**src/hdl/fdc_macros.svh**
```systemverilog
// ========================================
// floppy controller constants
// register addresses, command timing and
// the widths shared by the controller blocks
// ========================================
`ifndef FDC_MACROS_SVH
`define FDC_MACROS_SVH

// host register addresses
// status reads and command writes share address 0
`define FDC_A_CMD     2'd0
`define FDC_A_TRACK   2'd1
`define FDC_A_SECTOR  2'd2
`define FDC_A_DATA    2'd3

// ========================================
// timing in clk_sys cycles
// ========================================
`define FDC_SETTLE_CYCLES  64   // type I busy time, also write fault
`define FDC_SEARCH_CYCLES  16   // sector search before range check
`define FDC_BYTE_GAP       15   // wait before each drq

// widths
`define FDC_DLY_W   7    // delay counter, holds the settle time
`define FDC_IMG_AW  20   // image address, 1 MB max
`define FDC_LEN_W   11   // sector length and byte index

`endif

```
**src/hdl/fdc_pkg.sv**
```systemverilog
// ========================================
// floppy controller types
// status word views and engine states
// ========================================
package fdc_pkg;

	// status as seen after restore, seek, step, force interrupt
	typedef struct packed {
		logic not_ready;
		logic write_prot;
		logic head_loaded;
		logic seek_err;
		logic crc_err;
		logic track0;
		logic index;
		logic busy;
	} fdc_status_type1_t;

	// status as seen after read or write sector
	typedef struct packed {
		logic not_ready;
		logic write_prot;
		logic write_fault;
		logic rec_not_found;
		logic crc_err;
		logic lost_data;
		logic drq;
		logic busy;
	} fdc_status_type2_t;

	// one byte, decoded by the class of the last command
	typedef union packed {
		fdc_status_type1_t t1;
		fdc_status_type2_t t2;
	} fdc_status_u;

	typedef enum logic [2:0] {
		ST_IDLE,
		ST_SETTLE,   // type I and write fault delay
		ST_SEARCH,   // sector search
		ST_GAP,      // wait before drq
		ST_DRQ,      // byte offered to host
		ST_ABORT,
		ST_END
	} fdc_state_e;

endpackage

```
**src/hdl/fdc_geometry.sv**
```systemverilog
// ========================================
// disk image geometry
// maps head track, side, sector and byte
// index to a flat image byte address for
// the five fixed track layouts
// ========================================
`timescale 1ns/1ns
`include "fdc_macros.svh"

module fdc_geometry (
	input  logic [2:0]               size_code,
	input  logic [7:0]               head_track,
	input  logic                     side,
	input  logic [7:0]               sector,
	input  logic [`FDC_LEN_W-1:0]    byte_index,
	output logic [`FDC_IMG_AW-1:0]   buff_addr,
	output logic [7:0]               sectors_per_track,
	output logic [`FDC_LEN_W-1:0]    sector_bytes
);

	logic [13:0]              lt;         // logical track, zero extended
	logic [13:0]              lin;        // linear sector number on the image
	logic [1:0]               len_code;   // 128 << len_code bytes per sector
	logic [`FDC_IMG_AW-1:0]   base;

	always_comb begin
		lt = {5'd0, head_track, side};
		case (size_code)
			3'd1: begin   // 16 x 256
				sectors_per_track = 8'd16;
				len_code = 2'd1;
				lin = lt << 4;
			end
			3'd2: begin   // 9 x 512
				sectors_per_track = 8'd9;
				len_code = 2'd2;
				lin = (lt << 3) + lt;
			end
			3'd3: begin   // 5 x 1024
				sectors_per_track = 8'd5;
				len_code = 2'd3;
				lin = (lt << 2) + lt;
			end
			3'd4: begin   // 10 x 512
				sectors_per_track = 8'd10;
				len_code = 2'd2;
				lin = (lt << 3) + (lt << 1);
			end
			default: begin   // 26 x 128, also codes 5 to 7
				sectors_per_track = 8'd26;
				len_code = 2'd0;
				lin = (lt << 4) + (lt << 3) + (lt << 1);
			end
		endcase

		// sectors are numbered from 1
		lin = lin + {6'd0, sector} - 14'd1;
		base = {6'd0, lin} << (4'd7 + {2'd0, len_code});
		buff_addr = base + {9'd0, byte_index};
		sector_bytes = 11'd128 << len_code;
	end

endmodule

```
**src/hdl/fdc_regs.sv**
```systemverilog
// ========================================
// host register file
// track, sector and data registers, access
// strobes and the read data multiplexer
// ========================================
`timescale 1ns/1ns
`include "fdc_macros.svh"

module fdc_regs (
	input  logic               clk_sys,
	input  logic               rst_n,
	input  logic               rd,
	input  logic               wr,
	input  logic [1:0]         addr,
	input  logic [7:0]         din,
	input  logic               busy,
	input  fdc_pkg::fdc_status_u status,
	input  logic               xfer,
	input  logic [7:0]         buff_din,
	input  logic               track_set,
	input  logic [7:0]         track_value,
	input  logic               sector_inc,
	output logic [7:0]         dout,
	output logic               cmd_wr,
	output logic               status_rd,
	output logic               data_rd,
	output logic [7:0]         track_reg,
	output logic [7:0]         sector_reg,
	output logic [7:0]         data_reg
);

	// one-cycle strobes for the engine
	assign cmd_wr    = wr && (addr == `FDC_A_CMD);
	assign status_rd = rd && (addr == `FDC_A_CMD);
	assign data_rd   = rd && (addr == `FDC_A_DATA);

	always_ff @(posedge clk_sys or negedge rst_n) begin
		if (!rst_n) begin
			track_reg  <= 8'd0;
			sector_reg <= 8'd0;
			data_reg   <= 8'd0;
		end else begin
			// engine updates take priority over the host
			if (track_set)
				track_reg <= track_value;
			else if (wr && (addr == `FDC_A_TRACK) && !busy)
				track_reg <= din;

			if (sector_inc)
				sector_reg <= sector_reg + 8'd1;   // multi-sector advance
			else if (wr && (addr == `FDC_A_SECTOR) && !busy)
				sector_reg <= din;

			if (wr && (addr == `FDC_A_DATA))
				data_reg <= din;   // seek target, always taken
		end
	end

	always_comb begin
		case (addr)
			`FDC_A_CMD:    dout = status;
			`FDC_A_TRACK:  dout = track_reg;
			`FDC_A_SECTOR: dout = sector_reg;
			default:       dout = xfer ? buff_din : data_reg;   // image byte during a read
		endcase
	end

endmodule

```
**src/hdl/fdc_engine.sv**
```systemverilog
// ========================================
// command engine
// runs type I, read sector, write fault and
// force interrupt, keeps head position and
// builds the status byte
// ========================================
`timescale 1ns/1ns
`include "fdc_macros.svh"

module fdc_engine (
	input  logic                   clk_sys,
	input  logic                   rst_n,
	input  logic [7:0]             din,
	input  logic                   cmd_wr,
	input  logic                   status_rd,
	input  logic                   data_rd,
	input  logic                   ready,
	input  logic [7:0]             data_reg,
	input  logic [7:0]             sector_reg,
	input  logic [7:0]             sectors_per_track,
	input  logic [`FDC_LEN_W-1:0]  sector_bytes,
	output logic [7:0]             head_track,
	output logic [`FDC_LEN_W-1:0]  byte_index,
	output logic                   track_set,
	output logic [7:0]             track_value,
	output logic                   sector_inc,
	output fdc_pkg::fdc_status_u   status,
	output logic                   drq,
	output logic                   busy,
	output logic                   intrq,
	output logic                   xfer,
	output logic                   buff_read
);

	localparam logic [`FDC_DLY_W-1:0] SETTLE_DLY = `FDC_DLY_W'(`FDC_SETTLE_CYCLES);
	localparam logic [`FDC_DLY_W-1:0] SEARCH_DLY = `FDC_DLY_W'(`FDC_SEARCH_CYCLES);
	localparam logic [`FDC_DLY_W-1:0] GAP_DLY    = `FDC_DLY_W'(`FDC_BYTE_GAP);

	fdc_pkg::fdc_state_e      state;
	logic [`FDC_DLY_W-1:0]    delay;
	logic                     step_dir;      // 1 = out, towards track 0
	logic                     cmd_class;     // 0 = type I status view
	logic                     wpe;           // write protect shown in status
	logic                     head_loaded;
	logic                     seek_err;      // also record not found
	logic                     write_fault;
	logic                     multi;

	wire       accept     = (state == fdc_pkg::ST_IDLE) || (din[7:4] == 4'hD);
	wire       step_out   = din[6] ? din[5] : step_dir;
	wire [7:0] next_track = step_out ? head_track - 8'd1 : head_track + 8'd1;
	wire       last_byte  = (byte_index == sector_bytes - 11'd1);

	assign buff_read = xfer;

	// ========================================
	// status byte, two views of one word
	// ========================================
	always_comb begin
		status = '0;
		if (!cmd_class) begin
			status.t1.not_ready   = ~ready;
			status.t1.write_prot  = wpe;   // image is always read only
			status.t1.head_loaded = head_loaded;
			status.t1.seek_err    = seek_err | ~ready;
			status.t1.track0      = (head_track == 8'd0);
			status.t1.busy        = busy;
		end else begin
			status.t2.not_ready     = ~ready;
			status.t2.write_prot    = wpe;
			status.t2.write_fault   = write_fault;
			status.t2.rec_not_found = seek_err | ~ready;
			status.t2.drq           = drq;
			status.t2.busy          = busy;
		end
	end

	always_ff @(posedge clk_sys or negedge rst_n) begin
		if (!rst_n) begin
			state <= fdc_pkg::ST_IDLE;
			delay <= '0;
			{step_dir, cmd_class, head_loaded, seek_err, write_fault, multi} <= '0;
			wpe <= 1'b1;
			head_track <= 8'd0;
			byte_index <= '0;
			{track_set, sector_inc, drq, busy, intrq, xfer} <= '0;
			track_value <= 8'd0;
		end else begin
			track_set  <= 1'b0;
			sector_inc <= 1'b0;
			if (status_rd)
				intrq <= 1'b0;

			case (state)
				fdc_pkg::ST_SETTLE: begin
					if (delay == '0) state <= fdc_pkg::ST_END;
					else delay <= delay - 1'b1;
				end
				fdc_pkg::ST_SEARCH: begin
					if (!ready) begin
						seek_err <= 1'b1;
						state <= fdc_pkg::ST_END;
					end else if (delay != '0) begin
						delay <= delay - 1'b1;
					end else if (sector_reg == 8'd0 || sector_reg > sectors_per_track) begin
						seek_err <= 1'b1;   // record not found
						state <= fdc_pkg::ST_END;
					end else begin
						byte_index <= '0;
						xfer <= 1'b1;
						delay <= GAP_DLY;
						state <= fdc_pkg::ST_GAP;
					end
				end
				fdc_pkg::ST_GAP: begin
					if (delay == '0) begin
						drq <= 1'b1;
						state <= fdc_pkg::ST_DRQ;
					end else begin
						delay <= delay - 1'b1;
					end
				end
				fdc_pkg::ST_DRQ: if (data_rd) begin   // holds until the host reads
					drq <= 1'b0;
					if (!last_byte) begin
						byte_index <= byte_index + 11'd1;
						delay <= GAP_DLY;
						state <= fdc_pkg::ST_GAP;
					end else if (multi) begin
						xfer <= 1'b0;
						sector_inc <= 1'b1;
						delay <= SEARCH_DLY;
						state <= fdc_pkg::ST_SEARCH;
					end else begin
						state <= fdc_pkg::ST_END;
					end
				end
				fdc_pkg::ST_ABORT: begin
					{seek_err, write_fault} <= 2'b00;
					{drq, xfer} <= 2'b00;
					state <= fdc_pkg::ST_END;
				end
				fdc_pkg::ST_END: begin
					{drq, busy, xfer} <= 3'b000;
					intrq <= 1'b1;
					state <= fdc_pkg::ST_IDLE;
				end
				default: ;   // idle
			endcase

			// ========================================
			// command decode
			// ========================================
			if (cmd_wr) begin
				intrq <= 1'b0;
				if (accept) begin
					cmd_class <= din[7];
					wpe <= ~din[7];
					case (din[7:4])
						4'h0: begin   // restore
							head_track <= 8'd0;
							track_value <= 8'd0;
							track_set <= 1'b1;
							head_loaded <= din[3];
							busy <= 1'b1;
							delay <= SETTLE_DLY;
							state <= fdc_pkg::ST_SETTLE;
						end
						4'h1: begin   // seek, track register untouched
							head_track <= data_reg;
							head_loaded <= din[3];
							busy <= 1'b1;
							delay <= SETTLE_DLY;
							state <= fdc_pkg::ST_SETTLE;
						end
						4'h2, 4'h3, 4'h4, 4'h5, 4'h6, 4'h7: begin
							if (din[6]) step_dir <= din[5];
							head_track <= next_track;
							if (din[4]) begin   // update variants
								track_value <= next_track;
								track_set <= 1'b1;
							end
							head_loaded <= din[3];
							busy <= 1'b1;
							delay <= SETTLE_DLY;
							state <= fdc_pkg::ST_SETTLE;
						end
						4'h8, 4'h9: begin   // read sector
							{seek_err, write_fault} <= 2'b00;
							multi <= din[4];
							wpe <= din[5];
							byte_index <= '0;
							busy <= 1'b1;
							delay <= SEARCH_DLY;
							state <= fdc_pkg::ST_SEARCH;
						end
						4'hA, 4'hB: begin   // write sector, image is read only
							seek_err <= 1'b0;
							write_fault <= 1'b1;
							wpe <= 1'b1;
							busy <= 1'b1;
							delay <= SETTLE_DLY;
							state <= fdc_pkg::ST_SETTLE;
						end
						4'hD: begin   // force interrupt
							cmd_class <= 1'b0;
							if (state != fdc_pkg::ST_IDLE)
								state <= fdc_pkg::ST_ABORT;
							else
								{seek_err, write_fault, drq, busy} <= 4'b0000;
						end
						default: ;
					endcase
				end
			end
		end
	end

endmodule

```
**src/hdl/fdc_top.sv**
```systemverilog
// ========================================
// floppy controller top
// host registers, command engine and image
// geometry for a flat read-only disk image
// ========================================
`timescale 1ns/1ns
`include "fdc_macros.svh"

module fdc_top (
	input  logic                   clk_sys,
	input  logic                   rst_n,
	input  logic                   rd,
	input  logic                   wr,
	input  logic [1:0]             addr,
	input  logic [7:0]             din,
	output logic [7:0]             dout,
	output logic                   drq,
	output logic                   intrq,
	output logic                   busy,
	input  logic [2:0]             size_code,
	input  logic                   side,
	input  logic                   ready,
	output logic [`FDC_IMG_AW-1:0] buff_addr,
	output logic                   buff_read,
	input  logic [7:0]             buff_din
);

	// register block to engine
	logic                    cmd_wr;
	logic                    status_rd;
	logic                    data_rd;
	logic [7:0]              sector_reg;
	logic [7:0]              data_reg;

	// engine to register block
	logic                    track_set;
	logic [7:0]              track_value;
	logic                    sector_inc;
	logic                    xfer;
	fdc_pkg::fdc_status_u    status;

	// geometry
	logic [7:0]              head_track;
	logic [`FDC_LEN_W-1:0]   byte_index;
	logic [7:0]              sectors_per_track;
	logic [`FDC_LEN_W-1:0]   sector_bytes;

	fdc_regs regs_inst (
		.clk_sys, .rst_n, .rd, .wr, .addr, .din, .busy, .status, .xfer, .buff_din,
		.track_set, .track_value, .sector_inc, .dout, .cmd_wr, .status_rd, .data_rd,
		.track_reg(), .sector_reg, .data_reg
	);

	fdc_engine engine_inst (
		.clk_sys, .rst_n, .din, .cmd_wr, .status_rd, .data_rd, .ready, .data_reg,
		.sector_reg, .sectors_per_track, .sector_bytes, .head_track, .byte_index,
		.track_set, .track_value, .sector_inc, .status, .drq, .busy, .intrq, .xfer,
		.buff_read
	);

	fdc_geometry geometry_inst (
		.size_code, .head_track, .side, .sector(sector_reg), .byte_index,
		.buff_addr, .sectors_per_track, .sector_bytes
	);

endmodule

```
**config.mk**
```make
export PLATFORM = sky130hd
export DESIGN_NAME = fdc_top
export DESIGN_NICKNAME = d
export VERILOG_FILES = /design/src/hdl/fdc_pkg.sv /design/src/hdl/fdc_geometry.sv /design/src/hdl/fdc_regs.sv /design/src/hdl/fdc_engine.sv /design/src/hdl/fdc_top.sv
export VERILOG_INCLUDE_DIRS = /design/src /design/src/hdl
export SDC_FILE = /design/constraint.sdc
export NUM_CORES = 1
export LEC_CHECK = 0
export ABC_AREA = 0
export BUFFER_PORTS_ARGS = -buffer_cell sky130_fd_sc_hd__buf_2
export CORE_ASPECT_RATIO = 0.75
export CORE_MARGIN = 5
export CORE_UTILIZATION = 50
export DETAILED_ROUTE_END_ITERATION = 8
export GPL_TIMING_DRIVEN = 0
export HOLD_SLACK_MARGIN = 0.05
export PLACE_DENSITY = 0.68
export SLEW_MARGIN = 5
export SYNTH_ARGS = -nofsm -noshare
export SYNTH_HDL_FRONTEND = slang
export SYNTH_HIERARCHICAL = 1
export SYNTH_SLANG_ARGS = --single-unit
```
**constraint.sdc**
```tcl
create_clock -name clk_sys -period 6.65 [get_ports clk_sys]
set_input_delay 0.3325 -clock clk_sys [delete_from_list [all_inputs] [get_ports clk_sys]]
set_output_delay 0.3325 -clock clk_sys [all_outputs]
set_load 0.02 [all_outputs]
```
==> results.tsv <==
metric	value	unit
run status	finished clean	
simple-gate share of the synthesized area	0.208	
Top FF cell, synth	dfrtp_1	
Initial Util	0.508	
Finished Cell Area	10200	sq um
main combinational cell family by area after synthesis	compound AO/OA/AOI/OAI gates	
CTS root buf	clkbuf_16	
Yosys cell types	93	
Die H	126	um
highest fanout seen on the critical path	6	
worst stage delay on the critical path	590	ps
Num CTS Buffers	9	
adder-cell share of the synthesized area	0.135	
drt wl/cell	16.6	um
antenna fix cells	0	
Die Wd	164	um
crit end category	output port	
delay-heaviest family, CP	adder cells	
NumNets Final	1333	
Worst Path Required	6320	ps
Post-Route WL	24300	um
max-slew violation count	0	
cell count after placement	1426	
xor/xnor share of the synthesized area	0.0683	
Post-synth ARST share	1.00	
Syn Area/Cell	8.03	sq um
Worst Max-Slew Pin Slew	1210	ps
Final setup viols	0	
crit path max-delay cell type	fa_1	
maxcap violations	0	
Tmin final	6450	ps
DR vias/cell	5.91	
DRC	0	
DP HPWL	18500	um
Gate Count Post-Synth	1114	
R2R Setup Slk	3480	ps
Routability Congestion	0.893	
1st-iter DRT viols	599	
share of post-route cells with drive strength above 1	0.172	
clock transition at the registers of the reported paths	60	ps
CTS tree	yes	
Core Region	17600	sq um
initial antenna violation count	0	
largest net degree at the start of global routing	60	
TNS Setup	0	ps
max reg flops	11	
Buf/Inv on CP	4	
via count	8645	
Cell Count, Final, Fillers Out	1464	
number of flops mapped to enable cells by yosys	0	
total grt overflow	0	
post-synthesis compound-gate area fraction	0.228	
vias in the first global route	7803	
CP startpoint kind	flop	
Arr. time, crit path	6110	ps
first-pass GRT wire length	39100	um
mux cell area share after synthesis	0.0834	
area share of the largest cell type after synthesis	0.204	
main area contributors after synthesis	dfrtp_1, ha_1, a21oi_1, nand2_1, xnor2_1	
synthesized flop and latch total	74	
row cnt	42	
area leader, netlist	dfrtp_1	
final worst clock skew	6.65	ps
latest clock arrival within the worst-skew pair	330	ps
Yosys warnings	6	
Sink Count	74	
ANT nets after route	0	
clk buf depth	2	
placed inst area	9610	sq um
Ports	59	
Slew headroom	0.183	
die area	20700	sq um
CTS H-tree lvls	3	
GRT Total Usage	0.228	
register area share after synthesis	0.207	
synthesized area	8940	sq um
worst min path class	input port to flop	
final hold violation count	0	
Final Cycle Share	0.969	
post-layout util	0.581	
Port Buffer Count	56	
Pre-antenna DRT Iters	7	
Biggest register	engine_inst/byte_index	
Syn-to-layout area delta	14.3	%
kind of critical path	flop to output port	
Fmax achieved	155	MHz
## cell type report
type	count	area (sq um)
buffer	57	319
clock buffer	10	239
clock inverter	6	88.8
fill	1660	7380
inverter	81	304
multi-input combinational	914	6620
sequential	74	1860
tap	242	303
timing repair buffer	80	493
## cell families after synthesis
family / count (synthesis)
AO/OA/AOI/OAI: 315
flip-flops: 74
adder cells (fa/ha/maj): 89
AND/OR/NAND/NOR: 370
buffers and inverters: 139
multiplexers: 56
XOR/XNOR: 68
other: 3
## final timing paths
path | startpoint | end | cells after the start
setup reg to reg | engine_inst/delay[0] | engine_inst/byte_index[5] | 8
min in group asynchronous | rst_n | regs_inst/data_reg[7] | 2
max in group asynchronous | rst_n | engine_inst/wpe | 3
setup / recovery | engine_inst/head_track[0] | buff_addr[19] | 25
hold reg to reg | engine_inst/track_value[0] | regs_inst/track_reg[0] | 2
hold / removal | din[3] | engine_inst/head_loaded | 3
## layer usage
layer / track usage / vias up / routed length [um]
li1: - / 4225 / -
met1: 0.344 / 4105 / 11600
met2: 0.345 / 294 / 10700
met3: 0.0451 / 21 / 1700
met4: 0.0333 / 0 / 232
met5: 0 / - / 0
## cells in the mapped netlist (12+ instances only)
library cell,number
nand2_1,108
a21oi_1,83
nor2_1,81
inv_1,80
ha_1,77
dfrtp_1,73
o21ai_0,72
xnor2_1,44
nand3_1,40
nor3_1,33
clkbuf_1,27
mux2i_1,25
xor2_1,22
a21o_1,19
a211oi_1,18
buf_4,16
a31oi_1,15
nand2b_1,13
fa_1,12
o21a_1,12
## worst reg2reg max path: stages (launching register included)
cell	delay, ps
dfrtp_1	430
inv_1	160
ha_1	240
nand2_1	130
or4_1	560
nor4_1	850
nor3_1	330
o21ai_0	240
o21ai_0	110
## stage by stage
step                setup WS [ps]  hold slack, ps
finish                        205             304
global route                -90.5             291
CTS                          33.2             283
detailed placement            201             217
global placement              222             459
floorplan                     818            36.9
## layout by cell type, fill, tap and decap left out, types with 33 or more instances in the layout
master	n
a21oi_1	82
buf_2	61
buf_4	37
dfrtp_1	67
ha_1	73
inv_1	79
nand2_1	108
nand3_1	40
nor2_1	78
nor3_1	33
o21ai_0	69
xnor2_1	43
## repair_timing
item,in CTS,in global routing
pin swaps,0,16
buffers inserted,0,22
hold buffers,1,0
endpoints found under the hold margin,15,0
gates resized for setup,3,32
endpoints found under the setup margin,3,9
Power is not shown: default switching activity piles up to over one toggle a cycle in this logic, so the estimate is an artifact.
